==> config.mk <==
export PLATFORM = sky130hd
export DESIGN_NAME = lookahead_router
export DESIGN_NICKNAME = d
export VERILOG_FILES = /design/src/noc_pkg.sv /design/src/router_input_queue.sv /design/src/xy_lookahead_route.sv /design/src/router_input_port.sv /design/src/router_arbiter.sv /design/src/router_output_port.sv /design/src/lookahead_router.sv
export SDC_FILE = /design/constraint.sdc
export NUM_CORES = 2
export LEC_CHECK = 0
export CAP_MARGIN = 20
export CORE_MARGIN = 1
export CORE_UTILIZATION = 30
export CTS_CLUSTER_SIZE = 40
export DETAILED_ROUTE_END_ITERATION = 16
export DONT_BUFFER_PORTS = 1
export PLACE_DENSITY_LB_ADDON = 0.1
export SYNTH_ARGS = -nofsm -noshare
export SYNTH_HDL_FRONTEND = slang
export SYNTH_SLANG_ARGS = --single-unit
==> constraint.sdc <==
create_clock -name clk -period 9.18 [get_ports clk]
set_clock_uncertainty 0.05 [all_clocks]
set_input_delay 1.377 -clock clk [delete_from_list [all_inputs] [get_ports clk]]
set_output_delay 1.377 -clock clk [all_outputs]
set_load 0.01 [all_outputs]
==> src/noc_pkg.sv <==
package noc_pkg;

  ////////////////////////////////////////////////////////////////////////////
  // Router geometry and sizes
  ////////////////////////////////////////////////////////////////////////////

  // Five ports, one per mesh direction plus the local tile
  localparam int num_ports = 5;

  // Port indices, also the bit positions of a direction
  localparam int port_north = 0;
  localparam int port_south = 1;
  localparam int port_west  = 2;
  localparam int port_east  = 3;
  localparam int port_local = 4;

  // Flit payload, then the two preamble bits on top
  localparam int data_width = 32;
  localparam int flit_width = data_width + 2;

  // Input queue entries
  localparam int queue_depth = 4;

  ////////////////////////////////////////////////////////////////////////////
  // Flit layout
  ////////////////////////////////////////////////////////////////////////////

  typedef logic [2:0] coord_t;

  typedef struct packed {
    coord_t x;
    coord_t y;
  } xy_t;

  typedef struct packed {
    logic head;
    logic tail;
  } preamble_t;

  typedef logic [4:0] message_t;

  // One-hot output direction, zero means no request
  typedef logic [num_ports-1:0] direction_t;

  localparam direction_t go_north = direction_t'(1 << port_north);
  localparam direction_t go_south = direction_t'(1 << port_south);
  localparam direction_t go_west  = direction_t'(1 << port_west);
  localparam direction_t go_east  = direction_t'(1 << port_east);
  localparam direction_t go_local = direction_t'(1 << port_local);

  // Head flit view, routing field sits in the low bits
  typedef struct packed {
    preamble_t  preamble;
    xy_t        source;
    xy_t        destination;
    message_t   message;
    logic [9:0] reserved;
    direction_t routing;
  } header_t;

  typedef logic [flit_width-1:0] flit_t;

  // Link word, void bit high when no flit is present
  typedef struct packed {
    logic  void_bit;
    flit_t flit;
  } link_t;

  // Queue bookkeeping
  typedef logic [1:0] queue_ptr_t;
  typedef logic [2:0] queue_count_t;

  // Output forwarding FSM
  typedef enum logic {
    fwd_head    = 1'b0,
    fwd_payload = 1'b1
  } fwd_state_t;

endpackage

==> src/router_input_queue.sv <==
`timescale 1ns/1ps

module router_input_queue import noc_pkg::*; (
  input  logic  clk,
  input  logic  rst,
  input  logic  wr_i,
  input  flit_t data_i,
  input  logic  rd_i,
  output flit_t data_o,
  output logic  empty_o,
  output logic  full_o
);

  // Circular buffer storage
  flit_t        mem [queue_depth];
  queue_ptr_t   wr_ptr;
  queue_ptr_t   rd_ptr;
  queue_count_t count;

  logic bypass;
  logic push;
  logic pop;

  assign empty_o = (count == '0);
  assign full_o  = (count == queue_count_t'(queue_depth));

  // Flit written to an empty queue and read at once never gets stored
  assign bypass = empty_o & wr_i & rd_i;
  assign push   = wr_i & ~full_o & ~bypass;
  assign pop    = rd_i & ~empty_o;

  // Incoming flit shows through while nothing is held
  assign data_o = empty_o ? data_i : mem[rd_ptr];

  always_ff @(posedge clk) begin
    if (rst) begin
      wr_ptr <= '0;
      rd_ptr <= '0;
      count  <= '0;
    end else begin
      // Pointers wrap on their own, depth is a power of two
      if (push) begin
        wr_ptr <= wr_ptr + 1'b1;
      end
      if (pop) begin
        rd_ptr <= rd_ptr + 1'b1;
      end
      case ({push, pop})
        2'b10:   count <= count + 1'b1;
        2'b01:   count <= count - 1'b1;
        default: count <= count;
      endcase
    end
  end

  always_ff @(posedge clk) begin
    if (push) begin
      mem[wr_ptr] <= data_i;
    end
  end

  a_count_in_range: assert property (@(posedge clk) disable iff (rst)
    count <= queue_count_t'(queue_depth))
    else $error("input queue occupancy above depth");

endmodule

==> src/xy_lookahead_route.sv <==
`timescale 1ns/1ps

module xy_lookahead_route import noc_pkg::*; (
  input  xy_t        position_i,
  input  xy_t        destination_i,
  input  direction_t route_i,
  output direction_t next_route_o
);

  // Router the flit reaches after this hop
  xy_t neighbor;

  always_comb begin
    neighbor = position_i;
    case (route_i)
      go_north: neighbor.y = position_i.y - 1'b1;
      go_south: neighbor.y = position_i.y + 1'b1;
      go_west:  neighbor.x = position_i.x - 1'b1;
      go_east:  neighbor.x = position_i.x + 1'b1;
      default:  neighbor = position_i;
    endcase
  end

  // XY order from the neighbor, X first
  always_comb begin
    if (route_i == go_local) begin
      next_route_o = go_local;
    end else if (destination_i.x > neighbor.x) begin
      next_route_o = go_east;
    end else if (destination_i.x < neighbor.x) begin
      next_route_o = go_west;
    end else if (destination_i.y > neighbor.y) begin
      next_route_o = go_south;
    end else if (destination_i.y < neighbor.y) begin
      next_route_o = go_north;
    end else begin
      next_route_o = go_local;
    end
  end

endmodule

==> src/router_input_port.sv <==
`timescale 1ns/1ps

module router_input_port import noc_pkg::*; (
  input  logic       clk,
  input  logic       rst,
  input  xy_t        position_i,
  input  link_t      link_i,
  input  logic       pop_i,
  output flit_t      head_o,
  output logic       valid_o,
  output direction_t request_o,
  output direction_t next_route_o,
  output logic       stop_o
);

  logic       empty;
  logic       full;
  logic       valid_head;
  logic       valid_tail;
  header_t    head_hdr;
  direction_t saved_request;

  // Every non-void flit goes to the queue, refused while full
  router_input_queue u_router_input_queue (
    .clk     (clk),
    .rst     (rst),
    .wr_i    (~link_i.void_bit),
    .data_i  (link_i.flit),
    .rd_i    (pop_i),
    .data_o  (head_o),
    .empty_o (empty),
    .full_o  (full)
  );

  // Head is valid if stored or passing through on the link
  assign valid_o    = ~(empty & link_i.void_bit);
  assign head_hdr   = header_t'(head_o);
  assign valid_head = valid_o & head_hdr.preamble.head;
  assign valid_tail = valid_o & head_hdr.preamble.tail;

  // Keep the worm's direction while its body drains
  always_ff @(posedge clk) begin
    if (rst) begin
      saved_request <= '0;
    end else if (valid_tail) begin
      saved_request <= '0;
    end else if (valid_head) begin
      saved_request <= head_hdr.routing;
    end
  end

  assign request_o = valid_head ? head_hdr.routing : saved_request;

  // Look-ahead for the router after this one
  xy_lookahead_route u_xy_lookahead_route (
    .position_i    (position_i),
    .destination_i (head_hdr.destination),
    .route_i       (head_hdr.routing),
    .next_route_o  (next_route_o)
  );

  // ACK/NACK back-pressure
  assign stop_o = full;

endmodule

==> src/router_arbiter.sv <==
`timescale 1ns/1ps

module router_arbiter import noc_pkg::*; (
  input  logic                 clk,
  input  logic                 rst,
  input  logic [num_ports-1:0] request_i,
  input  logic                 fwd_head_i,
  input  logic                 fwd_tail_i,
  output direction_t           grant_o,
  output logic                 grant_valid_o
);

  // Highest priority input
  logic [2:0] ptr_q;
  // Worm in progress and its owner
  logic       locked_q;
  direction_t held_q;
  direction_t rr_grant;
  logic [2:0] grant_idx;

  // First requester at or after the pointer
  always_comb begin : rr_search
    int   idx;
    logic found;
    rr_grant = '0;
    found    = 1'b0;
    for (int k = 0; k < num_ports; k++) begin
      idx = (int'(ptr_q) + k) % num_ports;
      if (!found && request_i[idx]) begin
        rr_grant[idx] = 1'b1;
        found         = 1'b1;
      end
    end
  end

  assign grant_o       = locked_q ? held_q : rr_grant;
  assign grant_valid_o = |grant_o;

  // Index of the current winner
  always_comb begin
    grant_idx = '0;
    for (int k = 0; k < num_ports; k++) begin
      if (grant_o[k]) begin
        grant_idx = 3'(k);
      end
    end
  end

  always_ff @(posedge clk) begin
    if (rst) begin
      ptr_q    <= '0;
      locked_q <= 1'b0;
      held_q   <= '0;
    end else if (fwd_tail_i) begin
      // Worm done, winner drops to lowest priority
      locked_q <= 1'b0;
      ptr_q    <= (grant_idx == 3'(num_ports - 1)) ? 3'd0 : grant_idx + 1'b1;
    end else if (fwd_head_i) begin
      locked_q <= 1'b1;
      held_q   <= grant_o;
    end
  end

  a_grant_onehot: assert property (@(posedge clk) disable iff (rst)
    $onehot0(grant_o))
    else $error("arbiter grant not one-hot");

endmodule

==> src/router_output_port.sv <==
`timescale 1ns/1ps

module router_output_port import noc_pkg::*; #(
  parameter int out_port = 0
) (
  input  logic                       clk,
  input  logic                       rst,
  input  flit_t      [num_ports-1:0] heads_i,
  input  logic       [num_ports-1:0] valid_i,
  input  direction_t [num_ports-1:0] requests_i,
  input  direction_t [num_ports-1:0] next_routes_i,
  input  logic                       stop_i,
  output logic       [num_ports-1:0] pop_o,
  output link_t                      link_o
);

  logic [num_ports-1:0] req_vec;
  direction_t           grant;
  logic                 grant_valid;

  fwd_state_t state_q;
  fwd_state_t state_d;
  direction_t sel;
  direction_t sel_q;

  flit_t      xbar_flit;
  logic       xbar_valid;
  direction_t xbar_next;
  header_t    xbar_hdr;
  header_t    out_hdr;
  logic       fwd;
  logic       fwd_is_head;
  logic       fwd_is_tail;

  logic  void_q;
  flit_t flit_q;

  ////////////////////////////////////////////////////////////////////////////
  // Arbitration
  ////////////////////////////////////////////////////////////////////////////

  // Requests for this output, own input excluded (no U-turn)
  always_comb begin
    for (int k = 0; k < num_ports; k++) begin
      req_vec[k] = (k != out_port) ? requests_i[k][out_port] : 1'b0;
    end
  end

  router_arbiter u_router_arbiter (
    .clk           (clk),
    .rst           (rst),
    .request_i     (req_vec),
    .fwd_head_i    (fwd_is_head),
    .fwd_tail_i    (fwd_is_tail),
    .grant_o       (grant),
    .grant_valid_o (grant_valid)
  );

  // New worm only when downstream can take it
  assign sel = (state_q == fwd_payload) ? sel_q :
               ((grant_valid & ~stop_i) ? grant : '0);

  ////////////////////////////////////////////////////////////////////////////
  // Crossbar and look-ahead insertion
  ////////////////////////////////////////////////////////////////////////////

  always_comb begin : crossbar
    xbar_flit  = '0;
    xbar_valid = 1'b0;
    xbar_next  = '0;
    for (int k = 0; k < num_ports; k++) begin
      if (sel[k]) begin
        xbar_flit  = heads_i[k];
        xbar_valid = valid_i[k];
        xbar_next  = next_routes_i[k];
      end
    end
  end

  assign xbar_hdr    = header_t'(xbar_flit);
  assign fwd         = xbar_valid & ~stop_i;
  assign fwd_is_head = fwd & xbar_hdr.preamble.head;
  assign fwd_is_tail = fwd & xbar_hdr.preamble.tail;
  assign pop_o       = sel & {num_ports{fwd}};

  // Head leaves with the direction for the next router
  always_comb begin
    out_hdr = xbar_hdr;
    if (xbar_hdr.preamble.head) begin
      out_hdr.routing = xbar_next;
    end
  end

  ////////////////////////////////////////////////////////////////////////////
  // Forwarding FSM and output register
  ////////////////////////////////////////////////////////////////////////////

  always_comb begin
    state_d = state_q;
    case (state_q)
      fwd_head:    if (fwd_is_head && !fwd_is_tail) state_d = fwd_payload;
      fwd_payload: if (fwd_is_tail) state_d = fwd_head;
      default:     state_d = fwd_head;
    endcase
  end

  always_ff @(posedge clk) begin
    if (rst) begin
      state_q <= fwd_head;
      sel_q   <= '0;
      void_q  <= 1'b1;
    end else begin
      state_q <= state_d;
      if (state_q == fwd_head && fwd_is_head) begin
        sel_q <= sel;
      end
      // Output held while stopped
      if (!stop_i) begin
        void_q <= ~fwd;
      end
    end
  end

  always_ff @(posedge clk) begin
    if (fwd) begin
      flit_q <= flit_t'(out_hdr);
    end
  end

  assign link_o.void_bit = void_q;
  assign link_o.flit     = flit_q;

  a_expect_head: assert property (@(posedge clk) disable iff (rst)
    (state_q == fwd_head && fwd) |-> xbar_hdr.preamble.head)
    else $error("non-head flit forwarded to idle output %0d", out_port);

  a_sel_onehot: assert property (@(posedge clk) disable iff (rst)
    $onehot0(sel))
    else $error("crossbar selection not one-hot at output %0d", out_port);

  a_no_u_turn: assert property (@(posedge clk) disable iff (rst)
    !requests_i[out_port][out_port])
    else $error("input %0d requests its own port", out_port);

endmodule

==> src/lookahead_router.sv <==
`timescale 1ns/1ps

module lookahead_router import noc_pkg::*; (
  input  logic                  clk,
  input  logic                  rst,
  input  xy_t                   position_i,
  input  link_t [num_ports-1:0] link_i,
  output logic  [num_ports-1:0] stop_o,
  output link_t [num_ports-1:0] link_o,
  input  logic  [num_ports-1:0] stop_i
);

  // Per input, shared by all outputs
  flit_t      [num_ports-1:0] heads;
  logic       [num_ports-1:0] valids;
  direction_t [num_ports-1:0] requests;
  direction_t [num_ports-1:0] next_routes;

  // pops[out][in] from each output, OR-ed per input
  logic [num_ports-1:0][num_ports-1:0] pops;
  logic [num_ports-1:0]                pop_in;

  always_comb begin
    pop_in = '0;
    for (int o = 0; o < num_ports; o++) begin
      pop_in = pop_in | pops[o];
    end
  end

  for (genvar i = 0; i < num_ports; i++) begin : g_input
    router_input_port u_router_input_port (
      .clk          (clk),
      .rst          (rst),
      .position_i   (position_i),
      .link_i       (link_i[i]),
      .pop_i        (pop_in[i]),
      .head_o       (heads[i]),
      .valid_o      (valids[i]),
      .request_o    (requests[i]),
      .next_route_o (next_routes[i]),
      .stop_o       (stop_o[i])
    );
  end

  for (genvar o = 0; o < num_ports; o++) begin : g_output
    router_output_port #(
      .out_port (o)
    ) u_router_output_port (
      .clk           (clk),
      .rst           (rst),
      .heads_i       (heads),
      .valid_i       (valids),
      .requests_i    (requests),
      .next_routes_i (next_routes),
      .stop_i        (stop_i[o]),
      .pop_o         (pops[o]),
      .link_o        (link_o[o])
    );
  end

  // Each input feeds at most one output per cycle
  for (genvar i = 0; i < num_ports; i++) begin : g_pop_check
    a_single_reader: assert property (@(posedge clk) disable iff (rst)
      $onehot0({pops[4][i], pops[3][i], pops[2][i], pops[1][i], pops[0][i]}))
      else $error("input %0d popped by more than one output", i);
  end

endmodule

==> summary.md <==
| Metric | Value |
|---|---|
| Status | `finished, final reports clean` |
| Final setup fails | `0` |
| Die Wd | `447.4 µm` |
| Clock slew at reported path FFs | `60 ps` |
| Fin nets | `5851` |
| Multi-input gate area | `29130 µm²` |
| Yosys reg bits | `995` |
| Worst Path Required | `approximately 10000 ps` |
| Die ar. | `200100 µm²` |
| Clk buf depth | `3` |
| Clk sinks | `about 1000` |
| Endpoint class of the critical path | `flip-flop` |
| Final hold violations | `0` |
| Global-route wire length before repair | `339.9 mm` |
| Mapped Cells | `5558` |
| Period minus WS final | `8659 ps` |
| Largest stage delay on the critical path | `530 ps` |
| Via count | `46600` |
| Critical path type | `reg -> reg` |
| Peak Freq | `around 120 MHz` |
| Dominant cell type by area after synthesis | `edfxtp_1` |
| Worst Path Max Fanout | `11` |
| Routed vias/inst | `5.682` |
| Ports | `about 370` |
| Antenna violations before repair | `7` |
| Synth warnings | `0` |
| Routed WL | `240.9 mm` |
| DRC violations left | `0` |
| DRT iter0 DRCs | `4459` |
| Hold buffer count at cts | `0` |
| Total grt overflow | `0` |
| P&R area growth vs syn | `11.86%` |
| Post-synth top cells | `850 x edfxtp_1, 566 x nand2_1, 447 x a21oi_1` |
| TritonCTS clock tree | `built` |
| Total CTS buffers | `114` |
| Top cells by area, synth | `edfxtp_1 43%, mux4_2 5.8%, dfxtp_1 4.9%` |
| Min-delay worst type | `reg -> reg` |
| Initial Utilization | `between 30 and 40%` |
| Via count of the first global-routing pass | `44940` |
| RSZ-0062 raised after global routing | `false` |
| Wire per inst | `29.37 µm` |
| Fill cells | `19820` |
| DPL Wire Length | `177.7 mm` |
| Crit path DAT | `9330 ps` |
| CP startpoint kind | `flip-flop` |
| Ys async rst share | `0%` |
| Max Cap Viol | `0` |
| DRT Pass-1 Iters | `6` |
| Max_slew headroom | `20.82%` |
| Final Cycle Share | `between 90% and 100%` |
| GP Congestion | `between 0.9 and 1` |
| Worst hold slack | `398.9 ps` |
| Layout cells sized above 1 | `12.61%` |
| Total GRT Usage | `23.46%` |
| FF+latch area | `around 28000 µm²` |
| Slowest library cell on the worst path | `or4b_1` |
| Die H | `447.4 µm` |
| Fin worst setup slack | `roughly 520 ps` |
| Synth top area share | `42.90%` |
| Root Driver | `clkbuf_16` |
| Post-synth EDFFs | `850` |
| Post-synthesis cell area | `59500 µm²` |
| PortBufs | `0` |
| Post-route ant nets | `0` |
| Max H-tree Level | `3` |
| Count of cell types in the netlist | `about 130` |
| Top-count cell post-synth | `edfxtp_1` |
| Worst setup slack after placement | `543.0 ps` |
| Seq/Total Area, Yosys | `47.78%` |
| Setup TNS Final | `0 ps` |
| Core area | `197200 µm²` |
| Syn nets | `5950` |
| Ys flop type | `edfxtp_1` |
| Slew @ Worst Pin | `1155 ps` |
| Clk Latency, worst-skew pair | `between 800 and 900 ps` |
| Largest net degree at the start of global routing | `99` |
| Syn_area_per_cell | `10.71 µm²` |
| Max-slew violations | `0` |
| FP Rows | `163` |
==> through the flow <==
| step | utilization, % | std cells | area (µm²) |
|---|---|---|---|
| 2_1_floorplan | - | 5558 | 59500 |
| 3_3_place_gp | 31.79 | 7978 | 62700 |
| 3_5_place_dp | 31.80 | 7979 | 62710 |
| 4_1_cts | 33.73 | 8196 | 66520 |
| 5_1_grt | 33.75 | 8200 | 66560 |
| 6_report | 33.75 | 8201 | 66560 |
==> cells in the final DEF (no fill, tap or decap), drive strengths merged, types with 35 or more instances in the layout <==
cell | Yosys | final
o211ai | 69 | 69
inv | 192 | 197
mux4 | 153 | 153
xnor2 | 55 | 55
or3 | 39 | 39
clkinv | 6 | 64
nand4 | 35 | 35
nor2 | 413 | 413
dfxtp | 145 | 145
nand2 | 566 | 566
ha | 199 | 199
or2 | 40 | 40
nor3 | 101 | 101
nand3 | 67 | 67
mux2i | 230 | 230
nor2b | 68 | 68
mux2 | 50 | 50
a211oi | 161 | 161
clkbuf | 243 | 138
a221oi | 133 | 133
a31oi | 50 | 50
edfxtp | 850 | 850
nor3b | 36 | 36
nor4 | 37 | 37
nand2b | 79 | 79
a22oi | 43 | 43
and2 | 78 | 78
o21ai | 274 | 274
buf | 118 | 146
a21oi | 451 | 451
==> final cells by class <==
cell class / instances / share of cell area [%]
antenna: 1 / 0.003760
multi-input combinational: 4004 / 43.77
inverter: 198 / 1.117
timing repair buffer: 146 / 1.690
sequential: 995 / 42.73
clock inverter: 79 / 1.243
clock buffer: 138 / 4.482
tap: 2640 / 4.963
==> flip-flops by register name, indices dropped and copies added, names as in the netlist, named ones only <==
name,flops
g_input.u_router_input_port.u_router_input_queue.count,15
g_input.u_router_input_port.u_router_input_queue.rd_ptr,10
g_input.u_router_input_port.u_router_input_queue.wr_ptr,10
g_output.u_router_output_port.u_router_arbiter.locked_q,5
g_output.u_router_output_port.sel_q,25
g_input.u_router_input_port.u_router_input_queue.mem,680
g_output.u_router_output_port.state_q,5
g_output.u_router_output_port.u_router_arbiter.ptr_q,15
g_output.u_router_output_port.void_q,5
g_input.u_router_input_port.saved_request,20
g_output.u_router_output_port.flit_q,170
g_output.u_router_output_port.u_router_arbiter.held_q,25
==> metal layers <==
| layer | GRT usage [%] | vias to the layer above | routed length [µm] | part of all wire, % |
|---|---|---|---|---|
| li1 | - | 21180 | - | - |
| met1 | 30.69 | 23540 | 102800 | 43 |
| met2 | 37.60 | 1569 | 111500 | 46 |
| met3 | 4.963 | 310 | 16340 | 6.8 |
| met4 | 9.442 | 2 | 10230 | 4.2 |
| met5 | 0 | - | 20 | 0.0083 |
==> worst max-delay path: cells and delay by family (launching register included) <==
kind | cells | cell delay, ps
compound gates | 10 | 2600
flops | 1 | 310
simple gates | 8 | 2470
buf+inv | 6 | 870
fa+ha+maj | 6 | 2080
xor+xnor | 1 | 160
==> cells by family (layout without fill, tap and decap cells) <==
group	after synthesis	in the layout	synth area share, %
muxes	433	433	10.61
other	0	1	0
xor gates and xnor gates	79	79	1.163
DFF	995	995	47.78
AOI/OAI and AO/OA	1604	1604	18.56
and+or+nand+nor	1684	1684	13.84
buffers and inverters	559	561	3.690
adders and majority gates	204	204	4.353
==> timing repair <==
| action | 4_1_cts | 5_1_grt |
|---|---|---|
| buffers inserted | 0 | 0 |
| endpoints found under the setup margin | 0 | 2 |
| gates resized for setup | 0 | 1 |
==> worst paths after layout <==
kind / endpoint / slack (ps) / cells past startpoint
max: flip-flop / 520 / 31
min: flip-flop / 400 / 2
max reg2reg: flip-flop / 520 / 31
min reg2reg: flip-flop / 400 / 2
Power is left out: the tool's default activity adds up to more than one toggle a clock period on the data nets, which glitch-free logic cannot reach.
